File: src/rtl/trap_pkg.sv
// trap operations, sequencer states and machine-mode trap constants
// only ECALL, MRET and the machine timer interrupt are handled

package trap_pkg;

  // decoded system operation, one per retiring instruction
  typedef enum logic [1:0] {
    OP_NONE  = 2'd0,
    OP_ECALL = 2'd1,
    OP_MRET  = 2'd2,
    OP_IRQ   = 2'd3
  } trap_op_e;

  // sequencer steps, entry path then return path
  typedef enum logic [3:0] {
    S_IDLE         = 4'd0,
    S_WR_MEPC      = 4'd1,
    S_WR_MCAUSE    = 4'd2,
    S_RD_MTVEC     = 4'd3,
    S_RD_MSTATUS_E = 4'd4,
    S_WR_MSTATUS_E = 4'd5,
    S_RD_MSTATUS_L = 4'd6,
    S_RD_MEPC      = 4'd7,
    S_WR_MSTATUS_L = 4'd8,
    S_JUMP         = 4'd9
  } seq_state_e;

  // full 32-bit system instruction words
  parameter logic [31:0] INST_ECALL = 32'h0000_0073;
  parameter logic [31:0] INST_MRET  = 32'h3020_0073;

  // exception codes without the interrupt bit
  // the sequencer adds bit XLEN-1 for interrupts
  parameter int unsigned CAUSE_ECALL_M = 11;  // environment call from M-mode
  parameter int unsigned CAUSE_TIMER   = 7;   // machine timer interrupt

endpackage

File: src/rtl/csr_pkg.sv
// machine CSR addresses, mstatus field positions and the CSR access bundle
// only the four trap CSRs are defined

package csr_pkg;

  // 12-bit CSR addresses from the privileged spec
  parameter logic [11:0] CSR_MSTATUS = 12'h300;
  parameter logic [11:0] CSR_MTVEC   = 12'h305;
  parameter logic [11:0] CSR_MEPC    = 12'h341;
  parameter logic [11:0] CSR_MCAUSE  = 12'h342;

  // mstatus bit positions
  parameter int unsigned MSTATUS_MIE    = 3;   // global interrupt enable
  parameter int unsigned MSTATUS_MPIE   = 7;   // MIE before the trap
  parameter int unsigned MSTATUS_MPP_LO = 11;
  parameter int unsigned MSTATUS_MPP_HI = 12;  // previous privilege, 2 bits

  // one CSR access per cycle, ren and wen never together
  typedef struct packed {
    logic [11:0] addr;
    logic        ren;
    logic        wen;
  } csr_acc_t;

endpackage

File: src/rtl/sys_decode.sv
// registered classifier for retiring instructions, one cycle latency
// i_irq only counts in a cycle with i_valid; no busy filtering here
`timescale 1ns/100ps

module sys_decode #(
  parameter int XLEN = 64
) (
  input  logic                clk,
  input  logic                rst,
  input  logic                i_valid,
  input  logic [31:0]         i_inst,
  input  logic                i_irq,
  input  logic [XLEN-1:0]     i_pc,
  output trap_pkg::trap_op_e  o_op,
  output logic [XLEN-1:0]     o_pc
);

  trap_pkg::trap_op_e op_d;
  logic               is_ecall;
  logic               is_mret;

  assign is_ecall = (i_inst == trap_pkg::INST_ECALL);
  assign is_mret  = (i_inst == trap_pkg::INST_MRET);

  // interrupt wins over any instruction, even a system one
  always_comb begin
    if (i_irq) begin
      op_d = trap_pkg::OP_IRQ;
    end else if (is_ecall) begin
      op_d = trap_pkg::OP_ECALL;
    end else if (is_mret) begin
      op_d = trap_pkg::OP_MRET;
    end else begin
      op_d = trap_pkg::OP_NONE;
    end
  end

  // op is a single-cycle pulse
  always_ff @(posedge clk) begin
    if (rst) begin
      o_op <= trap_pkg::OP_NONE;
    end else if (i_valid) begin
      o_op <= op_d;
    end else begin
      o_op <= trap_pkg::OP_NONE;
    end
  end

  // pc only matters while o_op is not OP_NONE
  always_ff @(posedge clk) begin
    if (i_valid) begin
      o_pc <= i_pc;
    end
  end

endmodule

File: src/rtl/trap_sequencer.sv
// steps through the CSR accesses for trap entry and mret, one access per cycle
// jump request is held until acked; ops arriving while not idle are dropped
`timescale 1ns/100ps

module trap_sequencer #(
  parameter int XLEN = 64
) (
  input  logic                clk,
  input  logic                rst,
  input  trap_pkg::trap_op_e  i_op,
  input  logic [XLEN-1:0]     i_pc,
  input  logic [XLEN-1:0]     i_rdata,
  input  logic                i_jmp_ack,
  output csr_pkg::csr_acc_t   o_acc,
  output logic [XLEN-1:0]     o_wdata,
  output logic                o_jmp_req,
  output logic [XLEN-1:0]     o_jmp_addr,
  output logic                o_busy
);

  trap_pkg::seq_state_e state;
  trap_pkg::seq_state_e state_d;

  logic            jmp_done;   // ack seen last cycle
  logic            accept;
  logic [XLEN-1:0] cause_q;
  logic [XLEN-1:0] pc_q;
  logic [XLEN-1:0] mstatus_q;  // copy read from the CSR file
  logic [XLEN-1:0] target_q;

  // MPP=M, MPIE<=MIE, MIE=0
  function automatic logic [XLEN-1:0] enter_mstatus(input logic [XLEN-1:0] s);
    logic [XLEN-1:0] r;
    r = s;
    r[csr_pkg::MSTATUS_MPP_HI:csr_pkg::MSTATUS_MPP_LO] = 2'b11;
    r[csr_pkg::MSTATUS_MPIE] = s[csr_pkg::MSTATUS_MIE];
    r[csr_pkg::MSTATUS_MIE]  = 1'b0;
    return r;
  endfunction

  // MIE<=MPIE, MPIE=1, MPP=U
  function automatic logic [XLEN-1:0] leave_mstatus(input logic [XLEN-1:0] s);
    logic [XLEN-1:0] r;
    r = s;
    r[csr_pkg::MSTATUS_MPP_HI:csr_pkg::MSTATUS_MPP_LO] = 2'b00;
    r[csr_pkg::MSTATUS_MPIE] = 1'b1;
    r[csr_pkg::MSTATUS_MIE]  = s[csr_pkg::MSTATUS_MPIE];
    return r;
  endfunction

  // an op right after the ack was strobed while still busy
  assign accept = (i_op != trap_pkg::OP_NONE) && !jmp_done;

  always_comb begin
    state_d = state;
    case (state)
      trap_pkg::S_IDLE: begin
        if (accept) begin
          if (i_op == trap_pkg::OP_MRET) begin
            state_d = trap_pkg::S_RD_MSTATUS_L;
          end else begin
            state_d = trap_pkg::S_WR_MEPC;
          end
        end
      end
      // entry path
      trap_pkg::S_WR_MEPC:      state_d = trap_pkg::S_WR_MCAUSE;
      trap_pkg::S_WR_MCAUSE:    state_d = trap_pkg::S_RD_MTVEC;
      trap_pkg::S_RD_MTVEC:     state_d = trap_pkg::S_RD_MSTATUS_E;
      trap_pkg::S_RD_MSTATUS_E: state_d = trap_pkg::S_WR_MSTATUS_E;
      trap_pkg::S_WR_MSTATUS_E: state_d = trap_pkg::S_JUMP;
      // return path
      trap_pkg::S_RD_MSTATUS_L: state_d = trap_pkg::S_RD_MEPC;
      trap_pkg::S_RD_MEPC:      state_d = trap_pkg::S_WR_MSTATUS_L;
      trap_pkg::S_WR_MSTATUS_L: state_d = trap_pkg::S_JUMP;
      trap_pkg::S_JUMP: begin
        if (i_jmp_ack) begin
          state_d = trap_pkg::S_IDLE;
        end
      end
      default: state_d = trap_pkg::S_IDLE;
    endcase
  end

  always_ff @(posedge clk) begin
    if (rst) begin
      state    <= trap_pkg::S_IDLE;
      jmp_done <= 1'b0;
    end else begin
      state    <= state_d;
      jmp_done <= (state == trap_pkg::S_JUMP) && i_jmp_ack;
    end
  end

  // payload captures, read data sampled in the same cycle as ren
  always_ff @(posedge clk) begin
    case (state)
      trap_pkg::S_IDLE: begin
        if (accept) begin
          pc_q <= i_pc;
          if (i_op == trap_pkg::OP_IRQ) begin
            cause_q <= {1'b1, (XLEN-1)'(trap_pkg::CAUSE_TIMER)};
          end else begin
            cause_q <= XLEN'(trap_pkg::CAUSE_ECALL_M);
          end
        end
      end
      trap_pkg::S_RD_MTVEC:     target_q  <= {i_rdata[XLEN-1:2], 2'b00};  // direct mode
      trap_pkg::S_RD_MSTATUS_E: mstatus_q <= i_rdata;
      trap_pkg::S_RD_MSTATUS_L: mstatus_q <= i_rdata;
      trap_pkg::S_RD_MEPC:      target_q  <= i_rdata;
      default: ;
    endcase
  end

  // CSR access decoded straight from the state
  always_comb begin
    o_acc   = '0;
    o_wdata = '0;
    case (state)
      trap_pkg::S_WR_MEPC: begin
        o_acc.addr = csr_pkg::CSR_MEPC;
        o_acc.wen  = 1'b1;
        o_wdata    = pc_q;
      end
      trap_pkg::S_WR_MCAUSE: begin
        o_acc.addr = csr_pkg::CSR_MCAUSE;
        o_acc.wen  = 1'b1;
        o_wdata    = cause_q;
      end
      trap_pkg::S_RD_MTVEC: begin
        o_acc.addr = csr_pkg::CSR_MTVEC;
        o_acc.ren  = 1'b1;
      end
      trap_pkg::S_RD_MSTATUS_E, trap_pkg::S_RD_MSTATUS_L: begin
        o_acc.addr = csr_pkg::CSR_MSTATUS;
        o_acc.ren  = 1'b1;
      end
      trap_pkg::S_WR_MSTATUS_E: begin
        o_acc.addr = csr_pkg::CSR_MSTATUS;
        o_acc.wen  = 1'b1;
        o_wdata    = enter_mstatus(mstatus_q);
      end
      trap_pkg::S_RD_MEPC: begin
        o_acc.addr = csr_pkg::CSR_MEPC;
        o_acc.ren  = 1'b1;
      end
      trap_pkg::S_WR_MSTATUS_L: begin
        o_acc.addr = csr_pkg::CSR_MSTATUS;
        o_acc.wen  = 1'b1;
        o_wdata    = leave_mstatus(mstatus_q);
      end
      default: ;
    endcase
  end

  assign o_jmp_req  = (state == trap_pkg::S_JUMP);
  assign o_jmp_addr = target_q;   // stable through S_JUMP
  assign o_busy     = (state != trap_pkg::S_IDLE) || accept;

endmodule

File: src/rtl/csr_file.sv
// mstatus, mepc, mcause and mtvec; unknown addresses read 0 and drop writes
// outside writes only land while i_busy is low, sequencer writes win
`timescale 1ns/100ps

module csr_file #(
  parameter int XLEN = 64
) (
  input  logic              clk,
  input  logic              rst,
  input  csr_pkg::csr_acc_t i_acc,
  input  logic [XLEN-1:0]   i_wdata,
  input  logic              i_busy,
  input  logic              i_ext_wen,
  input  logic [11:0]       i_ext_addr,
  input  logic [XLEN-1:0]   i_ext_wdata,
  input  logic [11:0]       i_ext_raddr,
  output logic [XLEN-1:0]   o_rdata,
  output logic [XLEN-1:0]   o_ext_rdata
);

  logic [XLEN-1:0] mstatus;
  logic [XLEN-1:0] mepc;
  logic [XLEN-1:0] mcause;
  logic [XLEN-1:0] mtvec;

  logic            wr_en;
  logic [11:0]     wr_addr;
  logic [XLEN-1:0] wr_data;

  function automatic logic [XLEN-1:0] read_csr(input logic [11:0] addr);
    case (addr)
      csr_pkg::CSR_MSTATUS: return mstatus;
      csr_pkg::CSR_MEPC:    return mepc;
      csr_pkg::CSR_MCAUSE:  return mcause;
      csr_pkg::CSR_MTVEC:   return mtvec;
      default:              return '0;
    endcase
  endfunction

  // single write port, sequencer first
  always_comb begin
    if (i_acc.wen) begin
      wr_en   = 1'b1;
      wr_addr = i_acc.addr;
      wr_data = i_wdata;
    end else begin
      wr_en   = i_ext_wen && !i_busy;  // busy writes are lost
      wr_addr = i_ext_addr;
      wr_data = i_ext_wdata;
    end
  end

  always_ff @(posedge clk) begin
    if (rst) begin
      mstatus <= XLEN'(1) << csr_pkg::MSTATUS_MIE;  // interrupts on
      mepc    <= '0;
      mcause  <= '0;
      mtvec   <= '0;
    end else if (wr_en) begin
      case (wr_addr)
        csr_pkg::CSR_MSTATUS: mstatus <= wr_data;
        csr_pkg::CSR_MEPC:    mepc    <= wr_data;
        csr_pkg::CSR_MCAUSE:  mcause  <= wr_data;
        csr_pkg::CSR_MTVEC:   mtvec   <= wr_data;  // mode bits kept as written
        default: ;
      endcase
    end
  end

  // same-cycle read for the sequencer
  assign o_rdata     = i_acc.ren ? read_csr(i_acc.addr) : '0;
  assign o_ext_rdata = read_csr(i_ext_raddr);

endmodule

File: src/rtl/trap_unit_top.sv
// machine-mode trap unit: decode, CSR sequencer and CSR file
// ack may be held off indefinitely; o_jmp_addr holds while o_jmp_req is high
`timescale 1ns/100ps

module trap_unit_top #(
  parameter int XLEN = 64
) (
  input  logic            clk,
  input  logic            rst,
  input  logic            i_valid,
  input  logic [31:0]     i_inst,
  input  logic            i_irq,
  input  logic [XLEN-1:0] i_pc,
  output logic            o_jmp_req,
  input  logic            i_jmp_ack,
  output logic [XLEN-1:0] o_jmp_addr,
  output logic            o_busy,
  input  logic            i_csr_wen,
  input  logic [11:0]     i_csr_addr,
  input  logic [XLEN-1:0] i_csr_wdata,
  input  logic [11:0]     i_csr_raddr,
  output logic [XLEN-1:0] o_csr_rdata
);

  trap_pkg::trap_op_e op;
  logic [XLEN-1:0]    op_pc;
  csr_pkg::csr_acc_t  acc;
  logic [XLEN-1:0]    acc_wdata;
  logic [XLEN-1:0]    acc_rdata;

  sys_decode #(.XLEN(XLEN)) u_decode (
    .clk     (clk),
    .rst     (rst),
    .i_valid (i_valid),
    .i_inst  (i_inst),
    .i_irq   (i_irq),
    .i_pc    (i_pc),
    .o_op    (op),
    .o_pc    (op_pc)
  );

  trap_sequencer #(.XLEN(XLEN)) u_seq (
    .clk        (clk),
    .rst        (rst),
    .i_op       (op),
    .i_pc       (op_pc),
    .i_rdata    (acc_rdata),
    .i_jmp_ack  (i_jmp_ack),
    .o_acc      (acc),
    .o_wdata    (acc_wdata),
    .o_jmp_req  (o_jmp_req),
    .o_jmp_addr (o_jmp_addr),
    .o_busy     (o_busy)
  );

  // busy also blocks outside CSR writes
  csr_file #(.XLEN(XLEN)) u_csr (
    .clk         (clk),
    .rst         (rst),
    .i_acc       (acc),
    .i_wdata     (acc_wdata),
    .i_busy      (o_busy),
    .i_ext_wen   (i_csr_wen),
    .i_ext_addr  (i_csr_addr),
    .i_ext_wdata (i_csr_wdata),
    .i_ext_raddr (i_csr_raddr),
    .o_rdata     (acc_rdata),
    .o_ext_rdata (o_csr_rdata)
  );

endmodule

File: config.mk
export PLATFORM = sky130hd
export DESIGN_NAME = trap_unit_top
export DESIGN_NICKNAME = d
export VERILOG_FILES = /design/src/rtl/trap_pkg.sv /design/src/rtl/csr_pkg.sv /design/src/rtl/sys_decode.sv /design/src/rtl/trap_sequencer.sv /design/src/rtl/csr_file.sv /design/src/rtl/trap_unit_top.sv
export SDC_FILE = /design/constraint.sdc
export NUM_CORES = 1
export LEC_CHECK = 0
export BUFFER_PORTS_ARGS = -buffer_cell sky130_fd_sc_hd__buf_2
export CAP_MARGIN = 30
export CORE_MARGIN = 2
export CORE_UTILIZATION = 30
export CTS_CLUSTER_SIZE = 14
export DETAILED_ROUTE_END_ITERATION = 12
export SLEW_MARGIN = 20
export SYNTH_ARGS = -nofsm -noshare
export SYNTH_HDL_FRONTEND = slang
export SYNTH_HIERARCHICAL = 1
export SYNTH_SLANG_ARGS = --single-unit
File: constraint.sdc
create_clock -name clk -period 9.67 [get_ports clk]
set_input_delay 0.967 -clock clk [delete_from_list [all_inputs] [get_ports clk]]
set_output_delay 0.967 -clock clk [all_outputs]
set_load 0.05 [all_outputs]
After elaboration in Yosys (flattened, before gate mapping). Cells that the tools add are included.

Register bits after elaboration: 583. Bits in latches: 0. Memory bits (writable): 0. Memory bits (read-only): 0. Bits of input ports: 190. Output and inout port bits: 130. Logic and storage cells: 82. Memories kept: 0.

Add/sub/neg operators: 0. $mul: 0. Divide/modulo/power cells: 0. Order comparisons: 0. Eq/ne operators: 27. Shift-type cells: 0. Muxes and demuxes: 19. Bitwise logic cells: 1. Reduce and logical (&&, ||, !) cells: 23.

Operators by type and width (count): case mux 64 bit (4 select lines) (3); two-way mux 64 bit (3); case mux 64 bit (2 select lines) (1); == test 12 x 10 -> 1 bit, second input constant (8); == test 10 bit, second input constant (4); case mux 10 bit (4 select lines) (1); case mux 4 bit (9 select lines) (1); == test 32 x 30 -> 1 bit, second input constant (1); == test 32 x 7 -> 1 bit, second input constant (1); == test 4 x 3 -> 1 bit, second input constant (4); two-way mux 12 bit (1); AND reduction 2 bit (6); OR reduction 4 bit (3); == test 4 x 2 -> 1 bit, second input constant (2); == test 4 bit, second input constant (2); two-way mux 4 bit (2); OR reduction 2 bit (4); two-way mux 2 bit (3); == test 2 bit, second input constant (2); == test 4 x 1 -> 1 bit, second input constant (1); logical NOT 4 bit (1); inequality test 2 x 1 -> 1 bit, second input constant (2); nonzero test 2 bit (2); nonzero test 4 bit (1); 6 further kinds (11).

Logic depth before layout (Yosys ltp). Gate-level depths: netlist (run 1).

Word-level depth: 7. Mapped depth: 14.

Cells and area by module. Netlist (run 1), hierarchy kept.

By module, submodules not included: csr_file (times used 1, cells each 1624, area each 15114.5 µm², seq. area each 5124.9 µm²); trap_sequencer (times used 1, cells each 349, area each 7009.2 µm², seq. area each 5865.6 µm²); sys_decode (times used 1, cells each 82, area each 2082.0 µm², seq. area each 1961.9 µm²).

Worst setup path before layout (run 1). No wires, ideal clock.

Path type: register -> register. Start: register u_seq.state[2]. End: register u_seq.cause_q[2] (enable). Setup time: 0.490 ns. Arrival: 3.749 ns. Data required time: 9.180 ns. Path slack: 5.431 ns. Stages on the path, launching flop included: 4. Path buffers: 1. Cells stage by stage: dfxtp_1 > buf_6 > or4_4 > nor2_1.

Word-level cells in the longest chain between the ends: 2.

RTL lines: from (decl) (RTL line trap_sequencer.sv:21) `trap_pkg::seq_state_e state;`; from (signal assigned) (RTL line trap_sequencer.sv:87) `state <= trap_pkg::S_IDLE;`; from (signal assigned) (RTL line trap_sequencer.sv:90) `state <= state_d;`; logical NOT 4 bit (RTL line trap_sequencer.sv:97) `case (state)`; AND reduction 2 bit (no source line); to (signal assigned) (RTL line trap_sequencer.sv:102) `cause_q <= {1'b1, (XLEN-1)'(trap_pkg::CAUSE_TIMER)};`; to (signal assigned) (RTL line trap_sequencer.sv:104) `cause_q <= XLEN'(trap_pkg::CAUSE_ECALL_M);`; to (decl) (RTL line trap_sequencer.sv:26) `logic [XLEN-1:0] cause_q;`.

No other way between the ends. A chain may end at the register's enable or synchronous reset.

Worst setup path in the final report (run 1).
Start: input port i_csr_raddr[6]. End: output port o_csr_rdata[37].

Word-level cells in the longest chain between the ends: 2. Elaborated cells between the ends (all ways): 5.

RTL lines: from (decl) (RTL line trap_unit_top.sv:21) `input logic [11:0] i_csr_raddr,`; == test 12 x 10 -> 1 bit (RTL line csr_file.sv:31) `case (addr)`; case mux 64 bit (4 select lines) (*) (RTL line csr_file.sv:31); to (decl) (RTL line trap_unit_top.sv:22) `output logic [XLEN-1:0] o_csr_rdata`.

Mark *: on every way between the ends. The rest lies on a longest branch, timed or not.

==> impl_metrics.ini, run 1 <==
[outcome]
status = complete, no violations

[clock_tree]
cts_root_buffer = clkbuf_16
cts.sink_count = 519
clk_pin_slew_ns = 0.06
ctsHoldBuffers = 0
clock_insertion_delay_worst_skew_ns = 0.61
cts_setup_buffers = 0
ctsResizeCount = 0
cts_buffers = 60
htree_levels = 2
clock_path_buffers = 3
cts_tree = built

[setup_path]
crit_family = buffers and inverters
slowest_stage = buf_4
required_ns = 8.70
critPathMaxFanout = 66
crit_buf_inv = 4
crit_type = in2out
cp_cell_sequence = buf_4 -> nor2_4 -> buf_4 -> nand4_1 -> nor2_4 -> buf_4 -> a221o_1 -> buf_2
max_stage_delay_ns = 0.79
crit_path_start_kind = input port
crit_path_end_kind = output port
path_common_cell = buf_4
reg2reg_slack_ns = 4.81
arrival_ns = 4.43

[finish]
final_cell_count_no_fill = 3399
fin_area_mm2 = 0.0286
area_growth_pct = 18.3
fin_nets = 2478
drive_gt1_frac = 0.260

[sta]
relSlewSlack = 0.295
hold_slack_ns = 0.413
fin_crit_sh = 0.558
finalSetupViolCount = 0
tns_ns = 0
min_period_ns = 5.39
skew_ns = 0.0126
rsz0062_at_grt = false
clock.fmax_mhz = 185
slew_violations = 0
finalHoldViolCount = 0
tightest_slew_ns = 1.06

[logic_synthesis]
synth_edf_count = 256
synth-compound-area-share = 0.135
synth_cell_types = 63
ys_ff_latch = 519
postSynthCellCount = 2055
synth_ff_type = dfxtp_1
synth_area_mm2 = 0.0242
synth_seq_area_share = 0.535
synth.mux.area_fraction = 0.132
synth-xor-area-share = 0.00109
synth-simple-area-share = 0.151
ys_warn_count = 6
synth_top_family_by_area = simple AND/OR/NAND/NOR gates
avgSynthCellArea_um2 = 11.8
synthAdderAreaFrac = 0
async_flop_share = 0

[floorplanning]
dieArea_mm2 = 0.0830
pin_count = 320
design.core.area_mm2 = 0.0802
start_util = 0.302
die_w_um = 288
die_y_um = 288
std_cell_rows = 104

[placement]
io_buffers = 319
place_area_mm2 = 0.0265
post-dp-hpwl_um = 49000
gp_congestion = 0.758
placed_cells = 3284

[power_and_ir_drop]
cellPowerDensity_mw_per_mm2 = 180
finalPower_w = 0.00515
p_leak_nw = 10.2
ir_drop_mv = 0.118

[routing]
ant_nets = 0
via_count = 18100
drt_first_pass_iters = 7
wl_per_cell_um = 23.9
drc = 0
wl_um = 81300
drt_iter0_markers = 1377
vias_per_cell = 5.32

[grt]
track_usage = 0.189
grt-ovfl-total = 0
grt_pass1_wl_um = 119000
grt_max_degree = 119
antenna_found_initial = 4
grt_pass1_vias = 18700

[hold_path]
hold_class = reg2reg

[flow_run]
cap_viol_max_count = 0
[state kept, by name, indices dropped and copies added (netlist names)]
signal and count:
u_seq/state 4, u_decode/o_op 2, u_csr/mepc 64, u_seq/jmp_done 1, u_csr/mstatus 64, u_seq/o_jmp_addr 64
u_seq/mstatus_q 62, u_csr/mtvec 64, u_csr/mcause 64, u_seq/cause_q 2, u_seq/pc_q 64, u_decode/o_pc 64
[cells in the final DEF, fill, tap and decap left out, types with 7 or more instances in the layout]
master / count
buf_4: 39
clkinv_2: 12
inv_1: 7
a222oi_1: 9
nand2b_1: 259
a21oi_2: 50
nor3_1: 12
a22o_1: 121
or2_2: 63
dfxtp_1: 263
a21oi_1: 75
clkbuf_1: 7
edfxtp_1: 256
nand2_1: 64
a221o_1: 68
nand4_1: 71
a22oi_1: 51
clkinv_1: 8
mux2i_1: 319
nor2_1: 22
nand3_1: 69
clkbuf_16: 62
bufinv_16: 8
clkinvlp_4: 8
buf_2: 315
[per-layer routing]
layer  routed length, um  global-route usage
met1               34500               0.244
met3                5520              0.0357
met2               38900               0.320
met4                2280              0.0606
met5                  35                   0
[metrics by stage]
step,utilization,setup WS [ns]
final,0.357,4.28
after global placement,0.331,3.98
after detailed placement,0.331,4.42
after CTS,0.357,4.40
after floorplan,-,5.43
after global routing,0.357,4.31
[Yosys cell counts, drive strengths merged, types with 2 or more instances]
cell	instances	share of area
clkbuf	101	0.016
inv	9	0.0014
a22o	121	0.044
mux2i	319	0.13
nor4b	5	0.0027
xnor2	3	0.0011
and3b	3	0.0011
nor3	13	0.0029
nor2	28	0.0043
or3	2	0.00052
nor2b	5	0.0020
a211oi	4	0.0012
a221o	69	0.029
nor3b	3	0.00093
nand2b	259	0.067
nand3	69	0.014
a22oi	55	0.018
a222oi	9	0.0037
edfxtp	256	0.32
nor4	9	0.0041
nand4	71	0.018
o31ai	2	0.00083
dfxtp	263	0.22
nand4bb	3	0.0021
or2	63	0.016
and2	5	0.0013
o32a	2	0.00083
and3	2	0.00052
nand2	65	0.010
o22ai	3	0.00078
o21bai	2	0.00062
buf	92	0.029
a21oi	126	0.034
[final timing paths]
path                                   startpoint               to  cells past startpoint
worst max-delay path               i_csr_raddr[6]  o_csr_rdata[37]                      8
worst min-delay path            u_decode/o_pc[62]   u_seq/pc_q[62]                      0
worst max register to register     u_seq/state[2]  u_csr/mtvec[39]                     10
worst min register to register  u_decode/o_pc[62]   u_seq/pc_q[62]                      0
[kinds of logic (layout without fill, tap and decap cells)]
group,after synthesis,count (layout)
other,1,7
buffers and inverters,202,480
multiplexers,320,320
flip-flops,519,519
AO/OA/AOI/OAI,399,399
XOR/XNOR,3,3
AND/OR/NAND/NOR,611,611
[final cells by class]
type,count,area (um2)
well taps,1060,1330
diodes,1,2.50
clock inverters,41,430
fillers,7949,51500
clock buffers,71,1610
repair buffers,359,1980
flip-flops and latches,519,13000
inverters,9,33.8
multi-input cells,1339,10300
[worst reg2reg max path, cell delays in order, from the launching register on]
cell	delay [ns]
dfxtp_1	0.81
nor2b_2	0.13
nand2b_1	0.17
a21oi_4	0.07
or3_4	0.73
nor4b_1	0.59
o22ai_1	0.29
a211oi_4	0.26
buf_4	0.59
buf_4	0.75
mux2i_1	0.40
[report_power, final]
part	switching [W]	internal, W	leakage, nW
Combinational	0.000270	0.000154	4.43
Sequential	0.0000190	0.00235	4.80
Clock	0.000958	0.00140	0.978
(Power assumes the default switching activity.)
==> run 2, diff against run 1 <==
clock period = 5.2 ns   (was 9.67 ns; I/O delays follow)
==> run 2 against run 1 <==
Clock skew increased by 0.019 ns. Non-clock buffer count increased by 5. First-iteration DRC count increased by 29%. Largest power group unchanged. Hold slack got worse by 0.34 ns. Largest cell class unchanged. Sequential share of layout area decreased by 0.15 points. Register-to-register slack got worse by 3.5 ns.
==> impl_metrics.ini, run 2 (synthesized netlist as in run 1, its figures left out) <==
[grt]
use_met1 = 0.249
met3_usage = 0.0291
track_usage = 0.188
grt-ovfl-total = 0
grt_pass1_wl_um = 119000
grt_max_degree = 169
grt_pass1_vias = 19100
antenna_found_initial = 0
use_met2 = 0.310
top_usage_layer = met2

[floorplanning]
dieArea_mm2 = 0.0830
design.core.area_mm2 = 0.0802
die_w_um = 288
die_y_um = 288
pin_count = 320
start_util = 0.302
std_cell_rows = 104

[finish]
final_cell_count_no_fill = 3401
mostFrequentLayoutCells = 319 x mux2i_1, 316 x buf_2, 263 x dfxtp_1, 259 x nand2b_1, 256 x edfxtp_1
antenna_cells = 0
drive_gt1_frac = 0.258
final_common_cell = mux2i_1
fin_nets = 2481
area_growth_pct = 18.7

[flow_run]
cap_viol_max_count = 0

[hold_path]
hold_class = in2reg
min_path_cells = 1
worst_hold_startpoint = i_pc[11]
min_to = u_decode/o_pc[11]

[sta]
relSlewSlack = 0.291
clock.fmax_mhz = 257
min_period_ns = 3.89
fin_crit_sh = 0.748
tns_ns = 0
finalHoldViolCount = 0
tightest_slew_ns = 1.06
hold_slack_ns = 0.0770
finalSetupViolCount = 0
rsz0062_at_grt = false
slew_violations = 0
skew_ns = 0.0319

[routing]
vias_per_cell = 5.39
wl_per_cell_um = 23.6
drc = 0
wl_um = 80200
via_count = 18300
ant_nets = 0
drt_first_pass_iters = 7
drt_iter0_markers = 1773

[clock_tree]
clock_path_buffers = 3
cts_buffers = 58
cts_tree = built
htree_levels = 2
cts.sink_count = 519
cts_setup_buffers = 0
ctsHoldBuffers = 0
clock_insertion_delay_worst_skew_ns = 0.62
cts_root_buffer = clkbuf_16
clk_pin_slew_ns = 0.07
ctsResizeCount = 0

[setup_path]
crit_path_start = u_seq/state[3]
reg2reg_to = u_csr/mcause[21]
worstRegToRegCells = 9
crit_path_start_kind = flip-flop
critPathMaxFanout = 34
reg2reg_slack_ns = 1.31
crit_path_end_kind = flip-flop
arrival_ns = 4.36
required_ns = 5.67
r2r-start = u_seq/state[3]
crit_type = reg2reg

[placement]
gp_congestion = 0.782
post-dp-hpwl_um = 47300
io_buffers = 319
placed_cells = 3287

[power_and_ir_drop]
p_leak_nw = 10.2
finalPower_w = 0.00937
cellPowerDensity_mw_per_mm2 = 326
ir_drop_mv = 0.215

[outcome]
status = complete, no violations
[run 2: changes by cell type in the layout (fill, tap and decap cells not counted), moves of 2 or more]
| cell | before | now |
|---|---|---|
| clkbuf_1 | 7 | 16 |
| bufinv_16 | 8 | 3 |
| clkinvlp_4 | 8 | 5 |
| clkinv_2 | 12 | 6 |
| buf_4 | 39 | 30 |
| clkinv_1 | 8 | 5 |
| inv_6 | 3 | 1 |
| clkbuf_8 | 2 | 9 |
| buf_12 | 2 | 13 |
| clkbuf_2 | 0 | 2 |
[run 2: worst max path at each step]
stage	endpoint	slack, ns
after floorplan	u_seq/cause_q[2]	0.96
after global placement	u_seq/o_jmp_addr[11]	1.38
after detailed placement	o_csr_rdata[50]	1.34
after CTS	o_csr_rdata[63]	1.32
after global routing	u_csr/mcause[5]	1.13
final	u_csr/mcause[21]	1.31
[run 2: final cells by class]
type,count,area [um2]
clock inverters,22,200
flip-flops and latches,519,13000
fillers,7788,51400
repair buffers,364,2170
multi-input cells,1339,10300
well taps,1060,1330
clock buffers,88,1740
inverters,9,33.8
[run 2: power by group]
| group | total [W] | switching, W | internal (W) |
|---|---|---|---|
| combinational | 0.000809 | 0.000506 | 0.000304 |
| sequential | 0.00441 | 0.0000351 | 0.00438 |
| clock | 0.00415 | 0.00170 | 0.00245 |
[run 2: metrics by stage]
stage          setup WS (ns)  cell area (um2)  utilization
6_report                1.31            28700        0.358
5_1_grt                 1.13            28700        0.358
4_1_cts                 1.32            28700        0.358
3_5_place_dp            1.34            26700        0.333
3_3_place_gp            1.38            26600        0.332
2_1_floorplan          0.961            24200            -
[run 2: layer usage]
layer | part of all wire | up-vias
met5 | 0 | -
met4 | 0.034 | 0
met3 | 0.066 | 183
met2 | 0.47 | 827
met1 | 0.43 | 9159
li1 | - | 8152
[run 2: worst max-delay path, cell delays in order (launching register included)]
cell and delay [ns]:
dfxtp_1 0.67, and2b_1 0.28, nand2_1 0.13, a21oi_4 0.08, or3_4 0.63, nor4_2 0.41
nand4_1 0.25, a221o_4 0.69, buf_12 0.32, mux2i_1 0.16
==> run 3, diff against run 2 <==
clock period = 3.2 ns   (was 5.2 ns; I/O delays follow)
==> run 3 against run 2 <==
Core utilization up 1.8 points. Combinational power up 72%. Total power up 67%. Hold slack better by 0.082 ns. Sequential share of layout area down 2.1 points. Critical endpoint is now u_csr/mstatus[24]. Largest power group unchanged. Flip-flop and latch count unchanged. Maximum frequency up 27%. Cell count up 3.0%. First-iteration DRC count down 18%. Register-to-register slack worse by 1.2 ns. Design area up 4.9%. Die area unchanged.
==> impl_metrics.ini, run 3 (synthesized netlist as in run 1, its figures left out) <==
[outcome]
status = complete, no violations

[sta]
tightest_slew_ns = 0.933
slew_violations = 0
finalSetupViolCount = 0
fin_ws_ns = 0.137
finalHoldViolCount = 0
relSlewSlack = 0.378
min_period_ns = 3.06
clock.fmax_mhz = 326
skew_ns = 0.0296
fin_crit_sh = 0.957

[setup_path]
critPathMaxFanout = 34
cp_cell_sequence = and2b_1 -> nand2_1 -> a21oi_4 -> or3_4 -> buf_6 -> nor3_1 -> nand4_1 -> a211oi_4 -> buf_12 -> mux2i_1
slowest_stage = or3_4
crit_family = simple AND/OR/NAND/NOR gates
crit_path_end_kind = flip-flop
crit_path_start_kind = flip-flop
max_stage_delay_ns = 0.43
required_ns = 3.75
arrival_ns = 3.61
crit_buf_inv = 2
crit_type = reg2reg

[grt]
antenna_found_initial = 3
grt_pass1_vias = 19000
top_usage_layer = met2
grt_max_degree = 138
met3_usage = 0.0298
use_met1 = 0.244
grt-ovfl-total = 0
grt_pass1_wl_um = 119000
track_usage = 0.189
use_met2 = 0.319

[clock_tree]
cts_tree = built
clk_pin_slew_ns = 0.06
cts_root_buffer = clkbuf_16
clock_path_buffers = 3
clock_insertion_delay_worst_skew_ns = 0.64
htree_levels = 2
cts.sink_count = 519
cts_buffers = 61

[finish]
fill_cells = 7762
fin_area_mm2 = 0.0301
multi_input_area_mm2 = 0.0103
area_growth_pct = 24.5
drive_gt1_frac = 0.260
mostFrequentLayoutCells = 319 x mux2i_1, 304 x buf_2, 262 x dfxtp_1, 259 x nand2b_1, 256 x edfxtp_1
final_cell_count_no_fill = 3504
fin_nets = 2580
final_common_cell = mux2i_1
ff_latch_area_mm2 = 0.0130

[power_and_ir_drop]
ir_drop_mv = 0.372
p_leak_nw = 10.8
cellPowerDensity_mw_per_mm2 = 520

[routing]
drc = 0
drt_iter0_markers = 1449
wl_um = 81000
ant_nets = 0
via_count = 18500
wl_per_cell_um = 23.1
drt_first_pass_iters = 7
vias_per_cell = 5.29

[placement]
gp_congestion = 0.805
dp_slack_ns = 0.0345
io_buffers = 319
place_area_mm2 = 0.0273
post-dp-hpwl_um = 48600
placed_cells = 3314

[floorplanning]
dieArea_mm2 = 0.0830
std_cell_rows = 104
die_y_um = 288
die_w_um = 288
design.core.area_mm2 = 0.0802
start_util = 0.302
pin_count = 320

[flow_run]
cap_viol_max_count = 0

[hold_path]
hold_class = in2reg
## run 3: path summary, 6_finish.rpt
kind | startpoint | to | slack (ns) | depth (start not counted)
worst max-delay path | u_seq/state[3] | u_csr/mstatus[24] | 0.14 | 10
worst max register to register | u_seq/state[3] | u_csr/mstatus[24] | 0.14 | 10
worst min-delay path | i_csr_wdata[50] | u_csr/mcause[50] | 0.16 | 4
worst min register to register | u_decode/o_pc[47] | u_seq/pc_q[47] | 0.40 | 0
## run 3: final cells by class
class                   count  share of cell area
flip-flops and latches    519               0.430
multi-input cells        1339               0.342
repair buffers            460               0.115
clock buffers              84              0.0565
well taps                1060              0.0440
clock inverters            32              0.0114
inverters                   9             0.00112
diodes                      1           0.0000830
## run 3: where the power goes
part | switching [W] | total, W | internal, W | leakage [nW]
Sequential | 0.0000458 | 0.00716 | 0.00712 | 4.80
Combinational | 0.000838 | 0.00139 | 0.000552 | 5.02
Clock | 0.00291 | 0.00711 | 0.00420 | 1.00
## run 3: routing by layer
layer / up-vias / share of wire
met2: 804 / 0.48
met4: 2 / 0.030
met3: 162 / 0.065
li1: 8357 / -
met1: 9224 / 0.43
met5: - / 0.00016
## run 3: per-stage QoR
stage          hold slack, ns  total power [W]  TNS [ns]   util
4_1_cts                 0.113           0.0159         0  0.375
5_1_grt                 0.165           0.0163  -0.00275  0.376
3_5_place_dp            0.405          0.00862         0  0.341
2_1_floorplan           0.389          0.00812         0      -
3_3_place_gp            0.402          0.00860         0  0.341
6_report                0.159           0.0157         0  0.376
## run 3: tightest hold or removal path: stages
cell and delay [ns]:
buf_2 0.10, mux2i_1 0.10, or2_2 0.16, mux2i_1 0.07
## run 3: repair_timing
action	in CTS	in global routing
gates resized for setup	0	6
endpoints found under the setup margin	0	178
buffers inserted	0	1
endpoints found under the hold margin	67	0
hold buffers	70	0
